`config.mk`:
```
export PLATFORM = sky130hd
export DESIGN_NAME = mac_cfg_top
export DESIGN_NICKNAME = d
export VERILOG_FILES = /design/src/rtl/mac_cfg_pkg.sv /design/src/rtl/cfg_cmd_if.sv /design/src/rtl/reg_access_if.sv /design/src/rtl/axil_master.sv /design/src/rtl/mac_cfg_top.sv /design/src/rtl/mac_phy_init_seq.sv /design/src/rtl/mdio_cmd_engine.sv
export SDC_FILE = /design/constraint.sdc
export NUM_CORES = 1
export LEC_CHECK = 0
export BUFFER_PORTS_ARGS = -buffer_cell sky130_fd_sc_hd__clkbuf_2
export CORE_UTILIZATION = 50
export DETAILED_ROUTE_END_ITERATION = 10
export PLACE_DENSITY = 0.74
export SLEW_MARGIN = 20
export SYNTH_ARGS = -nofsm -noshare
export SYNTH_HDL_FRONTEND = slang
export SYNTH_SLANG_ARGS = --single-unit
```
`constraint.sdc`:
```
create_clock -name s_axi_aclk -period 4.65 [get_ports s_axi_aclk]
set_clock_uncertainty 0.05 [all_clocks]
set_input_delay 0.2325 -clock s_axi_aclk [delete_from_list [all_inputs] [get_ports s_axi_aclk]]
set_output_delay 0.2325 -clock s_axi_aclk [all_outputs]
set_load 0.01 [all_outputs]
```
`src/rtl/mac_cfg_pkg.sv`:
```
/* Shared types, MAC register map, PHY constants, command kinds, speed codes
   and configuration words for the MAC start-up configuration master */
package mac_cfg_pkg;

	typedef logic [11:0] axil_addr_t;
	typedef logic [31:0] axil_data_t;
	typedef logic [4:0]  phy_reg_t;

	typedef enum logic [1:0] {CMD_MAC_WR, CMD_PHY_WR, CMD_PHY_RD} cmd_kind_e;
	typedef enum logic [1:0] {SPEED_10M = 2'd0, SPEED_100M = 2'd1, SPEED_1G = 2'd2} mac_speed_e;

	// ----------------------------------------------------------------------
	// MAC register map
	// ----------------------------------------------------------------------
	localparam axil_addr_t MGMT_CFG_ADDR   = 12'h500;
	localparam axil_addr_t MDIO_CTRL_ADDR  = 12'h504;
	localparam axil_addr_t MDIO_TX_ADDR    = 12'h508;
	localparam axil_addr_t MDIO_RX_ADDR    = 12'h50C;
	localparam axil_addr_t RX_CFG_ADDR     = 12'h404;
	localparam axil_addr_t TX_CFG_ADDR     = 12'h408;
	localparam axil_addr_t FLOW_CFG_ADDR   = 12'h40C;
	localparam axil_addr_t SPEED_CFG_ADDR  = 12'h410;
	localparam axil_addr_t UNI0_ADDR       = 12'h700;
	localparam axil_addr_t UNI1_ADDR       = 12'h704;
	localparam axil_addr_t FILTER_CFG_ADDR = 12'h708;
	localparam axil_addr_t FILTER_EN_ADDR  = 12'h70C;

	// ----------------------------------------------------------------------
	// PHY side
	// ----------------------------------------------------------------------
	localparam logic [4:0] PHY_ADDR         = 5'd7;
	localparam phy_reg_t   PHY_CTRL_REG     = 5'd0;
	localparam phy_reg_t   PHY_STAT_REG     = 5'd1;
	localparam phy_reg_t   PHY_ABILITY_REG  = 5'd4;
	localparam phy_reg_t   PHY_GIG_CTRL_REG = 5'd9;
	localparam logic [1:0] MDIO_OP_WR       = 2'b01;
	localparam logic [1:0] MDIO_OP_RD       = 2'b10;

	// Configuration words
	localparam axil_data_t MDC_DIV_WORD     = 32'h0000_0058;
	localparam axil_data_t MAC_RESET_WORD   = 32'h9000_0000;
	localparam axil_data_t PHY_RESTART_WORD = 32'h0000_9000;
	localparam axil_data_t FILTER_EN_WORD   = 32'h0000_0001;
	localparam axil_data_t UNI0_WORD        = 32'h0135_0A00;
	localparam axil_data_t UNI1_WORD        = 32'h0000_C0FE;

	localparam int MDIO_READY_BIT = 16;
	localparam int AN_DONE_BIT    = 5;

	// Status read of a missing PHY floats high
	localparam logic [16:0] PHY_ABSENT_WORD = 17'h1_FFFF;

	localparam int STARTUP_DELAY = 64;

endpackage

```
`src/rtl/cfg_cmd_if.sv`:
```
/* Command channel from the bring-up sequencer to the MDIO engine */
`timescale 1ns/100ps

interface cfg_cmd_if;
	import mac_cfg_pkg::*;

	logic       req;
	cmd_kind_e  kind;
	axil_addr_t addr;
	phy_reg_t   phy_reg;
	axil_data_t wdata;
	logic       ack;
	// PHY read result, valid while ack is high
	axil_data_t rdata;

	modport seq (
		output req, kind, addr, phy_reg, wdata,
		input  ack, rdata
	);

	modport eng (
		input  req, kind, addr, phy_reg, wdata,
		output ack, rdata
	);

endinterface

```
`src/rtl/reg_access_if.sv`:
```
/* Single MAC register access from the MDIO engine to the AXI-Lite master */
`timescale 1ns/100ps

interface reg_access_if;
	import mac_cfg_pkg::*;

	logic       req;
	logic       write;
	axil_addr_t addr;
	axil_data_t wdata;
	logic       ack;
	// Read data, valid while ack is high
	axil_data_t rdata;

	modport eng (
		output req, write, addr, wdata,
		input  ack, rdata
	);

	modport mst (
		input  req, write, addr, wdata,
		output ack, rdata
	);

endinterface

```
`src/rtl/axil_master.sv`:
```
/* AXI-Lite master running one read or write per register access request */
`timescale 1ns/100ps

module axil_master
(
	input  logic                   s_axi_aclk,
	input  logic                   s_axi_resetn,
	reg_access_if.mst              acc,
	output mac_cfg_pkg::axil_addr_t s_axi_awaddr,
	output logic                   s_axi_awvalid,
	input  logic                   s_axi_awready,
	output mac_cfg_pkg::axil_data_t s_axi_wdata,
	output logic                   s_axi_wvalid,
	input  logic                   s_axi_wready,
	// Responses are taken but not checked
	input  logic [1:0]             s_axi_bresp,
	input  logic                   s_axi_bvalid,
	output logic                   s_axi_bready,
	output mac_cfg_pkg::axil_addr_t s_axi_araddr,
	output logic                   s_axi_arvalid,
	input  logic                   s_axi_arready,
	input  mac_cfg_pkg::axil_data_t s_axi_rdata,
	input  logic [1:0]             s_axi_rresp,
	input  logic                   s_axi_rvalid,
	output logic                   s_axi_rready
);
	import mac_cfg_pkg::*;

	typedef enum logic [1:0] {M_IDLE, M_WRITE, M_READ, M_DONE} mst_state_e;

	mst_state_e state;
	axil_addr_t addr_q;
	axil_data_t wdata_q;
	logic       aw_done;
	logic       w_done;

	// Buses are zero while their valid is low
	assign s_axi_awaddr = s_axi_awvalid ? addr_q : '0;
	assign s_axi_araddr = s_axi_arvalid ? addr_q : '0;
	assign s_axi_wdata  = s_axi_wvalid ? wdata_q : '0;

	// ----------------------------------------------------------------------
	// Channel control
	// ----------------------------------------------------------------------
	always_ff @(posedge s_axi_aclk)
	begin
		if (!s_axi_resetn)
		begin
			state <= M_IDLE;
			s_axi_awvalid <= 1'b0;
			s_axi_wvalid <= 1'b0;
			s_axi_bready <= 1'b0;
			s_axi_arvalid <= 1'b0;
			s_axi_rready <= 1'b0;
			aw_done <= 1'b0;
			w_done <= 1'b0;
			acc.ack <= 1'b0;
		end
		else
		begin
			case (state)
				M_IDLE:
				begin
					if (acc.req)
					begin
						aw_done <= 1'b0;
						w_done <= 1'b0;
						if (acc.write)
						begin
							s_axi_awvalid <= 1'b1;
							s_axi_wvalid <= 1'b1;
							state <= M_WRITE;
						end
						else
						begin
							s_axi_arvalid <= 1'b1;
							state <= M_READ;
						end
					end
				end
				M_WRITE:
				begin
					if (s_axi_awvalid && s_axi_awready)
					begin
						s_axi_awvalid <= 1'b0;
						aw_done <= 1'b1;
					end
					if (s_axi_wvalid && s_axi_wready)
					begin
						s_axi_wvalid <= 1'b0;
						w_done <= 1'b1;
					end
					// Response phase opens once address and data are both taken
					if (aw_done && w_done && !s_axi_bready)
						s_axi_bready <= 1'b1;
					if (s_axi_bready && s_axi_bvalid)
					begin
						s_axi_bready <= 1'b0;
						acc.ack <= 1'b1;
						state <= M_DONE;
					end
				end
				M_READ:
				begin
					if (s_axi_arvalid && s_axi_arready)
					begin
						s_axi_arvalid <= 1'b0;
						s_axi_rready <= 1'b1;
					end
					if (s_axi_rready && s_axi_rvalid)
					begin
						s_axi_rready <= 1'b0;
						acc.ack <= 1'b1;
						state <= M_DONE;
					end
				end
				default:
				begin
					if (!acc.req)
					begin
						acc.ack <= 1'b0;
						state <= M_IDLE;
					end
				end
			endcase
		end
	end

	// Request payload and read data capture
	always_ff @(posedge s_axi_aclk)
	begin
		if (state == M_IDLE && acc.req)
		begin
			addr_q <= acc.addr;
			wdata_q <= acc.wdata;
		end
		if (state == M_READ && s_axi_rready && s_axi_rvalid)
			acc.rdata <= s_axi_rdata;
	end

endmodule

```
`src/rtl/mac_cfg_top.sv`:
```
/* Top level of the MAC start-up configuration master */
`timescale 1ns/100ps

module mac_cfg_top
(
	input  logic                    s_axi_aclk,
	input  logic                    s_axi_resetn,
	input  logic [1:0]              mac_speed,
	output mac_cfg_pkg::axil_addr_t s_axi_awaddr,
	output logic                    s_axi_awvalid,
	input  logic                    s_axi_awready,
	output mac_cfg_pkg::axil_data_t s_axi_wdata,
	output logic                    s_axi_wvalid,
	input  logic                    s_axi_wready,
	input  logic [1:0]              s_axi_bresp,
	input  logic                    s_axi_bvalid,
	output logic                    s_axi_bready,
	output mac_cfg_pkg::axil_addr_t s_axi_araddr,
	output logic                    s_axi_arvalid,
	input  logic                    s_axi_arready,
	input  mac_cfg_pkg::axil_data_t s_axi_rdata,
	input  logic [1:0]              s_axi_rresp,
	input  logic                    s_axi_rvalid,
	output logic                    s_axi_rready,
	output logic                    config_done
);

	cfg_cmd_if    cmd_bus ();
	reg_access_if acc_bus ();

	// Sequencer -> MDIO engine -> AXI-Lite master
	mac_phy_init_seq seq_i (
		.s_axi_aclk   (s_axi_aclk),
		.s_axi_resetn (s_axi_resetn),
		.mac_speed    (mac_speed),
		.cmd          (cmd_bus.seq),
		.config_done  (config_done)
	);

	mdio_cmd_engine eng_i (
		.s_axi_aclk   (s_axi_aclk),
		.s_axi_resetn (s_axi_resetn),
		.cmd          (cmd_bus.eng),
		.acc          (acc_bus.eng)
	);

	axil_master mst_i (
		.s_axi_aclk    (s_axi_aclk),
		.s_axi_resetn  (s_axi_resetn),
		.acc           (acc_bus.mst),
		.s_axi_awaddr  (s_axi_awaddr),
		.s_axi_awvalid (s_axi_awvalid),
		.s_axi_awready (s_axi_awready),
		.s_axi_wdata   (s_axi_wdata),
		.s_axi_wvalid  (s_axi_wvalid),
		.s_axi_wready  (s_axi_wready),
		.s_axi_bresp   (s_axi_bresp),
		.s_axi_bvalid  (s_axi_bvalid),
		.s_axi_bready  (s_axi_bready),
		.s_axi_araddr  (s_axi_araddr),
		.s_axi_arvalid (s_axi_arvalid),
		.s_axi_arready (s_axi_arready),
		.s_axi_rdata   (s_axi_rdata),
		.s_axi_rresp   (s_axi_rresp),
		.s_axi_rvalid  (s_axi_rvalid),
		.s_axi_rready  (s_axi_rready)
	);

endmodule

```
`src/rtl/mac_phy_init_seq.sv`:
```
/* Bring-up FSM: start-up delay, MAC speed setup, PHY auto-negotiation
   and final MAC configuration writes */
`timescale 1ns/100ps

module mac_phy_init_seq
(
	input  logic       s_axi_aclk,
	input  logic       s_axi_resetn,
	input  logic [1:0] mac_speed,
	cfg_cmd_if.seq     cmd,
	output logic       config_done
);
	import mac_cfg_pkg::*;

	typedef enum logic [4:0] {
		S_START, S_MGMT, S_SPEED, S_STAT, S_GIG, S_ABIL, S_RESTART, S_AN_POLL,
		S_RX_RST, S_TX_RST, S_MGMT2, S_FLOW, S_FILT_EN, S_FILT_CFG, S_UNI0,
		S_UNI1, S_DONE
	} seq_state_e;

	seq_state_e                       state;
	seq_state_e                       next_step;
	mac_speed_e                       speed_q;
	logic [$clog2(STARTUP_DELAY)-1:0] delay_cnt;
	logic                             busy;
	axil_data_t                       stat_q;

	// ----------------------------------------------------------------------
	// Command fields and the step that follows each one
	// ----------------------------------------------------------------------
	always_comb
	begin
		cmd.kind = CMD_MAC_WR;
		cmd.addr = '0;
		cmd.phy_reg = PHY_STAT_REG;
		cmd.wdata = '0;
		next_step = state;
		case (state)
			S_MGMT:
			begin
				cmd.addr = MGMT_CFG_ADDR;
				cmd.wdata = MDC_DIV_WORD;
				next_step = S_SPEED;
			end
			S_SPEED:
			begin
				cmd.addr = SPEED_CFG_ADDR;
				cmd.wdata = {speed_q, 30'd0};
				next_step = S_STAT;
			end
			S_STAT:
			begin
				cmd.kind = CMD_PHY_RD;
				// No PHY on the bus, skip straight to the MAC steps
				next_step = (stat_q[16:0] == PHY_ABSENT_WORD) ? S_RX_RST : S_GIG;
			end
			S_GIG:
			begin
				cmd.kind = CMD_PHY_WR;
				cmd.phy_reg = PHY_GIG_CTRL_REG;
				cmd.wdata = {22'd0, speed_q[1], 9'd0};
				next_step = S_ABIL;
			end
			S_ABIL:
			begin
				cmd.kind = CMD_PHY_WR;
				cmd.phy_reg = PHY_ABILITY_REG;
				cmd.wdata = {23'd0, speed_q == SPEED_100M, 1'b0, speed_q == SPEED_10M, 6'd0};
				next_step = S_RESTART;
			end
			S_RESTART:
			begin
				cmd.kind = CMD_PHY_WR;
				cmd.phy_reg = PHY_CTRL_REG;
				cmd.wdata = PHY_RESTART_WORD;
				next_step = S_AN_POLL;
			end
			S_AN_POLL:
			begin
				cmd.kind = CMD_PHY_RD;
				next_step = stat_q[AN_DONE_BIT] ? S_RX_RST : S_AN_POLL;
			end
			S_RX_RST:
			begin
				cmd.addr = RX_CFG_ADDR;
				cmd.wdata = MAC_RESET_WORD;
				next_step = S_TX_RST;
			end
			S_TX_RST:
			begin
				cmd.addr = TX_CFG_ADDR;
				cmd.wdata = MAC_RESET_WORD;
				next_step = S_MGMT2;
			end
			S_MGMT2:
			begin
				cmd.addr = MGMT_CFG_ADDR;
				cmd.wdata = MDC_DIV_WORD;
				next_step = S_FLOW;
			end
			S_FLOW:
			begin
				cmd.addr = FLOW_CFG_ADDR;
				next_step = S_FILT_EN;
			end
			S_FILT_EN:
			begin
				cmd.addr = FILTER_EN_ADDR;
				cmd.wdata = FILTER_EN_WORD;
				next_step = S_FILT_CFG;
			end
			S_FILT_CFG:
			begin
				// Promiscuous mode off
				cmd.addr = FILTER_CFG_ADDR;
				next_step = S_UNI0;
			end
			S_UNI0:
			begin
				cmd.addr = UNI0_ADDR;
				cmd.wdata = UNI0_WORD;
				next_step = S_UNI1;
			end
			S_UNI1:
			begin
				cmd.addr = UNI1_ADDR;
				cmd.wdata = UNI1_WORD;
				next_step = S_DONE;
			end
			default:
			begin
				next_step = state;
			end
		endcase
	end

	// ----------------------------------------------------------------------
	// Step sequencing with four-phase handshake
	// ----------------------------------------------------------------------
	always_ff @(posedge s_axi_aclk)
	begin
		if (!s_axi_resetn)
		begin
			state <= S_START;
			delay_cnt <= '0;
			busy <= 1'b0;
			cmd.req <= 1'b0;
			speed_q <= mac_speed_e'(mac_speed);
		end
		else
		begin
			case (state)
				S_START:
				begin
					delay_cnt <= delay_cnt + 1'b1;
					if (delay_cnt == STARTUP_DELAY - 1)
					begin
						speed_q <= mac_speed_e'(mac_speed);
						state <= S_MGMT;
					end
				end
				S_DONE:
				begin
					// Parked until the next reset
					busy <= 1'b0;
				end
				default:
				begin
					if (!busy && !cmd.ack)
					begin
						cmd.req <= 1'b1;
						busy <= 1'b1;
					end
					else if (cmd.req && cmd.ack)
						cmd.req <= 1'b0;
					else if (busy && !cmd.req && !cmd.ack)
					begin
						busy <= 1'b0;
						state <= next_step;
					end
				end
			endcase
		end
	end

	// Status word of the last PHY read
	always_ff @(posedge s_axi_aclk)
	begin
		if (cmd.req && cmd.ack)
			stat_q <= cmd.rdata;
	end

	assign config_done = (state == S_DONE);

endmodule

```
`src/rtl/mdio_cmd_engine.sv`:
```
/* Expands PHY commands into MDIO register accesses, passes MAC writes on */
`timescale 1ns/100ps

module mdio_cmd_engine
(
	input  logic       s_axi_aclk,
	input  logic       s_axi_resetn,
	cfg_cmd_if.eng     cmd,
	reg_access_if.eng  acc
);
	import mac_cfg_pkg::*;

	typedef enum logic [2:0] {E_IDLE, E_DATA, E_CTRL, E_POLL, E_ACK} eng_state_e;

	eng_state_e state;
	logic       issued;
	logic [1:0] mdio_op;
	axil_data_t ctrl_word;

	assign mdio_op = (cmd.kind == CMD_PHY_RD) ? MDIO_OP_RD : MDIO_OP_WR;

	// PHY address 28:24, register 20:16, operation 15:14, initiate 11
	assign ctrl_word = {3'd0, PHY_ADDR, 3'd0, cmd.phy_reg, mdio_op, 2'd0, 1'b1, 11'd0};

	always_comb
	begin
		acc.write = (state != E_POLL);
		acc.wdata = (state == E_CTRL) ? ctrl_word : cmd.wdata;
		case (state)
			E_DATA: acc.addr = (cmd.kind == CMD_MAC_WR) ? cmd.addr : MDIO_TX_ADDR;
			E_CTRL: acc.addr = MDIO_CTRL_ADDR;
			E_POLL: acc.addr = MDIO_RX_ADDR;
			default: acc.addr = '0;
		endcase
	end

	// ----------------------------------------------------------------------
	// Access sequencing
	// ----------------------------------------------------------------------
	always_ff @(posedge s_axi_aclk)
	begin
		if (!s_axi_resetn)
		begin
			state <= E_IDLE;
			issued <= 1'b0;
			acc.req <= 1'b0;
			cmd.ack <= 1'b0;
		end
		else
		begin
			case (state)
				E_IDLE:
				begin
					// PHY reads have no data word to load
					if (cmd.req)
						state <= (cmd.kind == CMD_PHY_RD) ? E_CTRL : E_DATA;
				end
				E_ACK:
				begin
					if (!cmd.req)
					begin
						cmd.ack <= 1'b0;
						state <= E_IDLE;
					end
				end
				default:
				begin
					if (!issued)
					begin
						acc.req <= 1'b1;
						issued <= 1'b1;
					end
					else if (acc.req && acc.ack)
						acc.req <= 1'b0;
					else if (!acc.req && !acc.ack)
					begin
						issued <= 1'b0;
						case (state)
							E_DATA:
							begin
								if (cmd.kind == CMD_MAC_WR)
								begin
									cmd.ack <= 1'b1;
									state <= E_ACK;
								end
								else
									state <= E_CTRL;
							end
							E_CTRL: state <= E_POLL;
							default:
							begin
								// Keep polling until the MDIO transfer reports ready
								if (cmd.rdata[MDIO_READY_BIT])
								begin
									cmd.ack <= 1'b1;
									state <= E_ACK;
								end
							end
						endcase
					end
				end
			endcase
		end
	end

	// Last MDIO receive word goes back as the PHY read result
	always_ff @(posedge s_axi_aclk)
	begin
		if (state == E_POLL && acc.req && acc.ack)
			cmd.rdata <= acc.rdata;
	end

endmodule

```
# Word-level counts from Yosys, hierarchy flattened

Cells that the tools add are included.

Register bits: 126
Input port bits: 45
Output and inout bits: 62
Word-level logic and storage cells: 226

Add/sub/neg operators: 1
Equality and inequality tests: 50
Multiplexer cells: 80
Bitwise gates (word level): 6
Reductions and logical operators: 65

Operator list:

| operator                                                        | number |
|---|---|
| 32-bit one-hot mux with 9 select lines                          | 1 |
| 11-bit one-hot mux with 9 select lines                          | 1 |
| 5-bit one-hot mux with 15 select lines                          | 1 |
| 5-bit by 4-bit == test with 1-bit output, second input constant | 8 |
| 12-bit one-hot mux with 3 select lines                          | 1 |
| 1-bit 2-to-1 mux                                                | 33 |
| 32-bit 2-to-1 mux                                               | 1 |
| 12-bit 2-to-1 mux                                               | 2 |
| 21-bit 2-to-1 mux                                               | 1 |
| 3-bit 2-to-1 mux                                                | 7 |
| 5-bit by 3-bit == test with 1-bit output, second input constant | 4 |
| 2-bit 2-to-1 mux                                                | 10 |
| 5-bit 2-to-1 mux                                                | 4 |
| 2-bit != test, second input constant                            | 10 |
| 4-bit AND reduction                                             | 5 |
| 1-bit logical AND                                               | 18 |
| 17-bit == test, second input constant                           | 1 |
| 2-bit by 1-bit != test with 1-bit output, second input constant | 8 |
| 1-bit one-hot mux with 2 select lines                           | 8 |
| 16-bit nonzero test                                             | 1 |
| 2-bit nonzero test                                              | 8 |
| 3-bit one-hot mux with 2 select lines                           | 2 |
| 4-bit one-hot mux with 3 select lines                           | 1 |
| 6-bit AND reduction                                             | 2 |
| other kinds (32)                                                | 64 |

# Depth between registers and ports, before layout

Gate-level depths: netlist (run 1).

Depth after elaboration: 10
Gate-level depth with buffers: 8
Mapped depth without buffers: 7

# Hierarchy

From an unflattened synthesis (run 1), not the netlist that was laid out.

Cell total of the unflattened synthesis: 526
Area total of the unflattened synthesis: 6774.0 um^2

Modules (own cells, without submodules):

| module           | instances | cells each | area an instance (um^2) | sequential area each (um^2) |
|---|---|---|---|---|
| axil_master      | 1         | 208        | 3293.2                  | 2482.4 |
| mac_phy_init_seq | 1         | 184        | 1771.7                  | 830.8 |
| mdio_cmd_engine  | 1         | 134        | 1709.1                  | 1081.0 |

# Worst setup path after synthesis (run 1)

No wires, ideal clock.

Kind: register -> register
From: reg mst_i.state[0]
To: reg mst_i.s_axi_arvalid
Arrival time: 1744 ps
Required time: 4542 ps
Setup slack: 2797 ps
Stages on the path, launching flop included: 9
Path buffers: 1
Clock period less this slack: 1853 ps
Path through: dfxtp_1 > inv_1 > ha_1 > clkbuf_1 > nand2_1 > inv_1 > a21oi_1 > nor2_1 > o21a_1

Word-level cells in the longest chain between the ends: 3
Elaborated cells between the ends (all ways): 8

Ends and longest elaborated chain:

| element                                                                                 | line               | text |
|---|---|---|
| start: declaration                                                                      | axil_master.sv:31  | `mst_state_e state;` |
| start signal: assignment                                                                | axil_master.sv:49  | `state <= M_IDLE;` |
| start signal: assignment                                                                | axil_master.sv:72  | `state <= M_WRITE;` |
| start signal: assignment                                                                | axil_master.sv:77  | `state <= M_READ;` |
| 2-bit == test or 2-bit logical NOT (tied branches)                                      | axil_master.sv:61  | `case (state)` |
| 2-bit by 1-bit != test with 1-bit output (no source line), or another cell as far along | n/a                |  |
| 4-bit AND reduction (no source line)                                                    | n/a                |  |
| end signal: assignment                                                                  | axil_master.sv:53  | `s_axi_arvalid <= 1'b0;` |
| end signal: assignment                                                                  | axil_master.sv:76  | `s_axi_arvalid <= 1'b1;` |
| end signal: assignment                                                                  | axil_master.sv:107 | `s_axi_arvalid <= 1'b0;` |
| end: declaration                                                                        | axil_master.sv:20  | `output logic s_axi_arvalid,` |

Several ways; a longest one is shown, not always the timed one.
A chain may end at the register's enable or synchronous reset.

# Worst setup path in the final report (run 1)

From: reg seq_i.state[4]
To: out config_done

Word-level cells in the longest chain between the ends: 1

Ends and longest elaborated chain:

| element                  | line                    | text |
|---|---|---|
| start: declaration       | mac_phy_init_seq.sv:21  | `seq_state_e state;` |
| start signal: assignment | mac_phy_init_seq.sv:179 | `state <= next_step;` |
| 5-bit == test            | mac_phy_init_seq.sv:193 | `assign config_done = (state == S_DONE);` |
| end: declaration         | mac_cfg_top.sv:25       | `output logic config_done` |

Every way passes these cells.

==> metrics.txt, run 1 <==
Die Height=101 um; Fmax=432 MHz; met1 usage=20.2%; CTS tree=done; CP Launch Type=flop; Arrival @ worst endpoint=2030 ps; syn_area_per_cell=11.7 um^2; worst slew pin tran=962 ps; starting DRC count in detailed routing=150; # H-tree levels=3; CP Cell Sequence=inv_1 -> nor3_1 -> clkbuf_2; Clock Latency Late Sink=360 ps; share of cells above drive strength 1=20.4%; CP max stage delay=760 ps; post-detail-place hpwl=5400 um; GR Util All Layers=17.3%; Post-Syn Area=0.00493 mm^2; crit path max-delay cell type=dfxtp_1; ant diodes=0; Area contributors post-synth=edfxtp_1 47%, dfxtp_1 12%, buf_4 4.3%; Num CTS Buffers=9; IO Pins=107; WS Path Type=reg -> out; initial core utilization=52.4%; final slew viol count=0; Synth async-reset ratio=0%; P&R area growth vs syn=13.0%; I/O Buffers=68; Yosys top cell by area=edfxtp_1; area of the die=0.0103 mm^2; RSZ-0062 raised after global routing=false; largest fanout on the critical path=16; number of global-route vias before repair=3032; Post-synth EDFFs=77; Tot Pwr=1.86 mW; CTS Buffer Depth=2; max cap viols=0; initial antenna violation count=0; WL/cell=13.0 um; Critical R2R Capture=mst_i.addr_q[10]; post-synthesis sequential area ratio=58.7%; most frequent cells in the layout=77 x edfxtp_1, 68 x clkbuf_2, 33 x nor2_1; minimum clock period=2320 ps; worst path required time=4370 ps; reg-to-reg startpoint=seq_i.state[0]; reg2reg path depth=4; Final Hold Vio Count=0; Reg2Reg Setup Slack=2470 ps; Syn. warnings=0; grt met2 use=30.7%; post_cts resized=0; busiest layer in global routing=met2; Max IR drop VDD=0.194 mV; post-synth top area share=46.9%; Post-CTS Repair Setup Buffers=0; Pre-Repair DR Iteration Count=4; final wirelength=8090 um; worst min path class=in -> reg; Final setup viols=0; Worst-path clk slew=100 ps; Nets=539; Tcrit/Tclk final=49.8%; GPL Wtd Cong=0.847; vias=3227; power density over the cells=334 mW/mm^2; Worst slew margin=35.8%; clk root buf=clkbuf_8; vias per cell=5.18; Remaining DRCs=0; Syn Inst Count=421; crit path capture type=output pin; Synth cell types=69; outcome=complete, no violations; design area=0.00557 mm^2; pin count of the biggest net entering global routing=28; Core Util, Final=59.2%; first-pass GRT wire length=13600 um; Placeable Area=0.00942 mm^2; GRT overflow=0; post-synthesis register bit count=106; Synth Flop Type=edfxtp_1; commonest non-fill, non-tap cell in the layout=edfxtp_1; # clock sinks=106; Hold Path Sink=mst_i.s_axi_rready; leak pwr=2.12 nW; GRT met3 Usage=4.42%; setup TNS=0 ps; HP Start=s_axi_rvalid; num rows=35; Placement Cell Area=0.00516 mm^2; Die Wd=101 um; antenna viol nets, final=0; Worst Hold Depth=4
## cells by family (layout without fill, tap and decap cells)
logic type	Yosys count	in the layout	synth area share, %
buffers and inverters	62	117	7.84
adders and majority gates	5	5	1.27
AOI/OAI and AO/OA	70	70	10.6
muxes	2	2	0.406
xor gates and xnor gates	10	10	1.78
other	1	19	0.0760
and+or+nand+nor	165	165	19.4
DFF	106	106	58.7
## area by class of cell
type                       count  area (um^2)
clock buffer                   9          124
timing repair buffer          88          541
multi-input combinational    271         1720
tap                          129          161
fill                         778         3840
clock inverter                 7         85.1
sequential                   106         2890
inverter                      13         51.3
## power by group
group	internal (mW)	switching, mW
Clock	0.260	0.324
Combinational	0.113	0.128
Sequential	1.02	0.0237
Total	1.39	0.476
## synthesized netlist by cell type (7+ instances only)
library cell / instances
nor2b_1: 7
buf_2: 7
edfxtp_1: 77
a21boi_0: 7
a21oi_1: 22
and2_1: 32
nor3_1: 12
inv_1: 12
and3_1: 8
nand3_1: 13
nor2_1: 33
clkbuf_1: 9
nand2_1: 20
dfxtp_1: 29
buf_4: 28
## what timing repair did
item	in CTS	in global routing
hold buffers	20	0
endpoints found under the hold margin	20	0
endpoints found under the setup margin	0	0
## sequential cells by signal, indices dropped and copies added (netlist names), 2 cells and up
register	flops
mst_i.state	2
seq_i.speed_q	2
mst_i.wdata_q	18
eng_i.state	3
mst_i.acc.rdata	17
seq_i.delay_cnt	6
eng_i.cmd.rdata	17
mst_i.addr_q	6
seq_i.stat_q	17
seq_i.state	5
## worst max-delay path, delay by kind of cell, from the launching register on
kind,cells,cell delay [ps]
flops,1,760
buf+inv,2,540
simple gates,1,370
## routing by layer
metal	vias to the layer above	wire (um)
met1	1494	3590
met4	0	91
met2	102	4070
met3	13	338
met5	-	0
li1	1618	-
## metrics by stage
| step | worst slack, ps | std cells | hold slack (ps) |
|---|---|---|---|
| 5_1_grt | 2210 | 623 | 151 |
| 4_1_cts | 2330 | 623 | 107 |
| 6_report | 2330 | 623 | 130 |
| 3_3_place_gp | 2530 | 587 | 354 |
| 2_1_floorplan | 2800 | 439 | 281 |
| 3_5_place_dp | 2500 | 587 | 355 |
## how the worst max path moves through the flow
stage,from,end,slack (ps),depth (start not counted)
final,seq_i.state[4],config_done,2330,3
after global routing,seq_i.state[4],config_done,2210,3
after CTS,seq_i.state[4],config_done,2330,3
after detailed placement,seq_i.state[3],seq_i.state[3],2500,4
after global placement,seq_i.state[0],mst_i.addr_q[10],2530,4
after floorplan,mst_i.state[0],mst_i.s_axi_arvalid,2800,8
Power figures use the tool's default switching activity.
==> inputs of run 2 (changes only) <==
CORE_UTILIZATION = 49   (was 50)
PLACE_DENSITY = 0.76   (was 0.74)
clock period = 1.9 ns   (was 4.65 ns; I/O delays follow)
==> run 2 against run 1 <==
Against the previous run:
- first-iteration DRC count decreased by 21%
- die area increased by 2.0%
- core utilization increased by 0.12 points
- routed wire length increased by 1.2%
- design area increased by 4.0%
- cell count increased by 4.3%
- global-route usage decreased by 0.39 points
- critical path depth increased by 3
- total power increased to 2.5 times the previous value
- highest routed layer unchanged
==> metrics.txt, run 2 (synthesis gave the netlist of run 1 again) <==
setup slack at placement=90.5 ps; WS Path Type=reg -> reg; WL/cell=12.6 um; vias=3275; GR Util All Layers=16.9%; vias per cell=5.04; Die Height=102 um; ant diodes=0; P&R area growth vs syn=17.6%; number of global-route vias before repair=3146; first-pass GRT wire length=13500 um; Final setup viols=0; initial antenna violation count=0; Core Util, Final=59.3%; Die Wd=102 um; Setup WS post-layout=153 ps; crit path capture type=flop; max cap viols=0; Top reg by flops=mst_i.wdata_q; num rows=36; leak pwr=2.25 nW; commonest non-fill, non-tap cell in the layout=edfxtp_1; reg2reg path depth=6; setup TNS=0 ps; GRT overflow=0; starting DRC count in detailed routing=119; Arrival @ worst endpoint=2010 ps; max reg flops=18; power density over the cells=805 mW/mm^2; Worst slew margin=52.5%; Num CTS Buffers=9; worst path required time=2170 ps; Final Hold Vio Count=0; worst slew pin tran=712 ps; antenna viol nets, final=0; final slew viol count=0; CTS tree=done; Placeable Area=0.00977 mm^2; # H-tree levels=3; most frequent cells in the layout=77 x edfxtp_1, 68 x clkbuf_2, 33 x nor2_1; final hold slack=5.47 ps; Max IR drop VDD=0.546 mV; Worst-path clk slew=100 ps; I/O Buffers=68; Nets=562; IO Pins=107; Worst Hold Depth=4; area of the die=0.0105 mm^2; minimum clock period=1750 ps; RSZ-0062 raised after global routing=false; Clock Latency Late Sink=360 ps; CTS Buffer Depth=2; largest fanout on the critical path=4; Fmax=572 MHz; worst min path class=in -> reg; CP Launch Type=flop; Remaining DRCs=0; GPL Wtd Cong=0.896; pin count of the biggest net entering global routing=25; outcome=complete, no violations; post-detail-place hpwl=5880 um; Tot Pwr=4.67 mW; share of cells above drive strength 1=25.0%; clk root buf=clkbuf_8; # clock sinks=106; Tcrit/Tclk final=91.9%; Pre-Repair DR Iteration Count=4; final wirelength=8190 um; initial core utilization=50.4%
run 2: where the power goes:
part / switching, mW / total (mW) / internal (mW)
logic: 0.338 / 0.646 / 0.309
registers: 0.0568 / 2.54 / 2.49
clock network: 0.739 / 1.48 / 0.739
total: 1.13 / 4.67 / 3.53
run 2: cell type report:
type                            count  area [um^2]
Timing Repair Buffer              111          726
Multi-Input combinational cell    271         1740
Sequential cell                   106         2900
Inverter                           13         51.3
Fill cell                         781         3980
Clock buffer                        9          124
Clock inverter                      7         91.3
Tap cell                          133          166
run 2: worst paths after layout:
| path | startpoint | to | slack, ps |
|---|---|---|---|
| max | mst_i.state[1] | mst_i.state[1] | 150 |
| min reg2reg | mst_i.acc.rdata[7] | eng_i.cmd.rdata[7] | 370 |
| min | s_axi_rvalid | mst_i.s_axi_rready | 5 |
| max reg2reg | mst_i.state[1] | mst_i.state[1] | 150 |
run 2: worst max-delay path: stages (launching register included):
cell and delay (ps):
dfxtp_1 380, inv_1 90, ha_1 240, a21boi_0 180, nor4_2 390, nor3b_1 240
o21a_1 130
run 2: metrics by stage:
| step | instances | area, um^2 |
|---|---|---|
| finish | 650 | 5800 |
| CTS | 650 | 5770 |
| detailed placement | 614 | 5360 |
| global route | 650 | 5800 |
| floorplan | 439 | 5000 |
| global placement | 614 | 5360 |
run 2: routing by layer:
| layer | track usage (%) | share of wire [%] |
|---|---|---|
| met2 | 30.5 | 50 |
| met3 | 3.49 | 5.2 |
| met1 | 19.0 | 44 |
| met4 | 7.91 | 0.71 |
| met5 | 0 | 0 |
run 2: timing repair:
item / CTS / global route
gates resized for setup: 2 / 5
pin swaps: 0 / 1
endpoints found under the hold margin: 20 / 0
gates cloned: 0 / 0
hold buffers: 20 / 0
endpoints found under the setup margin: 1 / 5
setup buffers: 0 / 0
==> inputs of run 3 (changes only) <==
GPL_TIMING_DRIVEN = 1   (was unset)
PLACE_DENSITY = unset   (was 0.76)
PLACE_DENSITY_LB_ADDON = 0.05   (was unset)
==> run 3 against run 2 <==
Against the previous run:
- count of clock-buffer cells in the layout stayed put
- sequential cell count stayed put
- non-clock buffer count is 3 higher
- die area stayed put
- register-to-register slack worse by 20 ps
- design area is 0.11% lower
- fmax is 2.3% lower
- critical path type is now reg -> out
- critical endpoint is now config_done
- largest cell class unchanged
- highest routed layer unchanged
==> metrics.txt, run 3 (synthesis gave the netlist of run 1 again) <==
switch share=26.9%; Num CTS Buffers=9; num rows=36; most frequent cells in the layout=77 x edfxtp_1, 68 x clkbuf_2, 33 x nor2_1; fillers=838; setup slack at placement=94.9 ps; antenna viol nets, final=0; GR Util All Layers=17.0%; Die Height=102 um; CP Launch Type=flop; Worst-path clk slew=110 ps; CTS Buffer Depth=2; initial antenna violation count=0; HP Start=s_axi_wready; # H-tree levels=3; max reg flops=18; Remaining DRCs=0; final slew viol count=0; outcome=complete, no violations; WS Path Type=reg -> out; P_int=3.30 mW; worst slew pin tran=726 ps; first-pass GRT wire length=13400 um; Layout Cells excl Fill=653; IO Pins=107; I/O Buffers=68; largest fanout on the critical path=10; vias=3298; GRT overflow=0; WL/cell=13.1 um; post-detail-place hpwl=5990 um; Final setup viols=0; ant diodes=0; Die Wd=102 um; starting DRC count in detailed routing=156; area of the die=0.0105 mm^2; commonest non-fill, non-tap cell in the layout=edfxtp_1; Max IR drop VDD=0.430 mV; Critical Path Source=seq_i.state[2]; share of cells above drive strength 1=25.0%; vias per cell=5.05; P&R area growth vs syn=17.5%; pin count of the biggest net entering global routing=25; number of global-route vias before repair=2891; Arrival @ worst endpoint=1640 ps; minimum clock period=1790 ps; worst path required time=1750 ps; Final Hold Vio Count=0; GPL Wtd Cong=0.820; Nets=565; Fmax=559 MHz; Placeable Area=0.00977 mm^2; Clock Latency Late Sink=370 ps; Tcrit/Tclk final=94.1%; max cap viols=0; worst min path class=in -> reg; Net Sw Power=1.21 mW; # clock sinks=106; dpl cells=615; initial core utilization=50.4%; leak pwr=2.25 nW; reg-to-reg startpoint=mst_i.state[0]; Setup WS post-layout=112 ps; Top reg by flops=mst_i.wdata_q; combinational power share=13.7%; clock power share=29.9%; Worst slew margin=51.6%; power density over the cells=779 mW/mm^2; crit path capture type=output pin; final wirelength=8550 um; CTS tree=done; RSZ-0062 raised after global routing=true; sequential share of power=56.4%; clk root buf=clkbuf_8; Pre-Repair DR Iteration Count=5
-- run 3: changes by cell type in the layout (fill, tap and decap cells not counted), sizes merged --
cell and change:
dlygate4sd3 +2, bufinv -2, clkinv +1, inv +2, clkinvlp -1, buf +1
-- run 3: metal layers --
| metal | part of all wire, % | global-route usage (%) | vias to the layer above |
|---|---|---|---|
| met5 | 0 | 0 | - |
| met4 | 2.1 | 8.35 | 0 |
| met1 | 47 | 22.4 | 1524 |
| met2 | 48 | 27.5 | 93 |
| met3 | 3.3 | 2.60 | 13 |
| li1 | - | - | 1668 |
-- run 3: worst paths after layout --
path / end / slack [ps] / depth (start not counted)
hold reg to reg: eng_i.cmd.rdata[3] / 380 / 0
setup reg to reg: mst_i.state[0] / 130 / 7
hold / removal: mst_i.w_done / 40 / 3
setup / recovery: config_done / 110 / 3
-- run 3: stage by stage --
step	utilization (%)	cell area (um^2)	hold WS, ps	power, mW	TNS [ps]
after global placement	54.9	5360	222	3.16	0
after detailed placement	54.9	5360	224	3.18	0
final	59.3	5790	39.7	4.51	0
after floorplan	-	5000	144	3.02	0
after CTS	59.2	5790	11.9	4.56	0
after global routing	59.3	5790	40.7	4.74	-14.7
-- run 3: power by group through the flow --
stage / Sequential (mW) / Clock, mW / Combinational [mW]
5_1_grt: 2.56 / 1.48 / 0.708
3_5_place_dp: 2.60 / 0 / 0.578
2_1_floorplan: 2.57 / 0 / 0.449
6_report: 2.55 / 1.35 / 0.620
3_3_place_gp: 2.60 / 0 / 0.569
4_1_cts: 2.55 / 1.40 / 0.614
-- run 3: area by class of cell --
type	count	area (um^2)	area share, %
clock buffers	9	124	2.14
clock inverters	7	72.6	1.25
inverters	13	51.3	0.886
multi-input cells	271	1730	29.9
flip-flops and latches	106	2900	50.0
well taps	133	166	2.87
repair buffers	114	753	13.0
-- run 3: worst max-delay path: stages, from the launching register on --
cell,delay [ps]
dfxtp_1,430
or3_4,460
nor3_2,200
clkbuf_2,180
-- run 3: repair_timing --
item                       CTS  global route
setup buffers                0             0
hold endpoints to repair    22             0
setup endpoints to repair    1             7
hold buffers                22             0
gates resized for setup      2             3
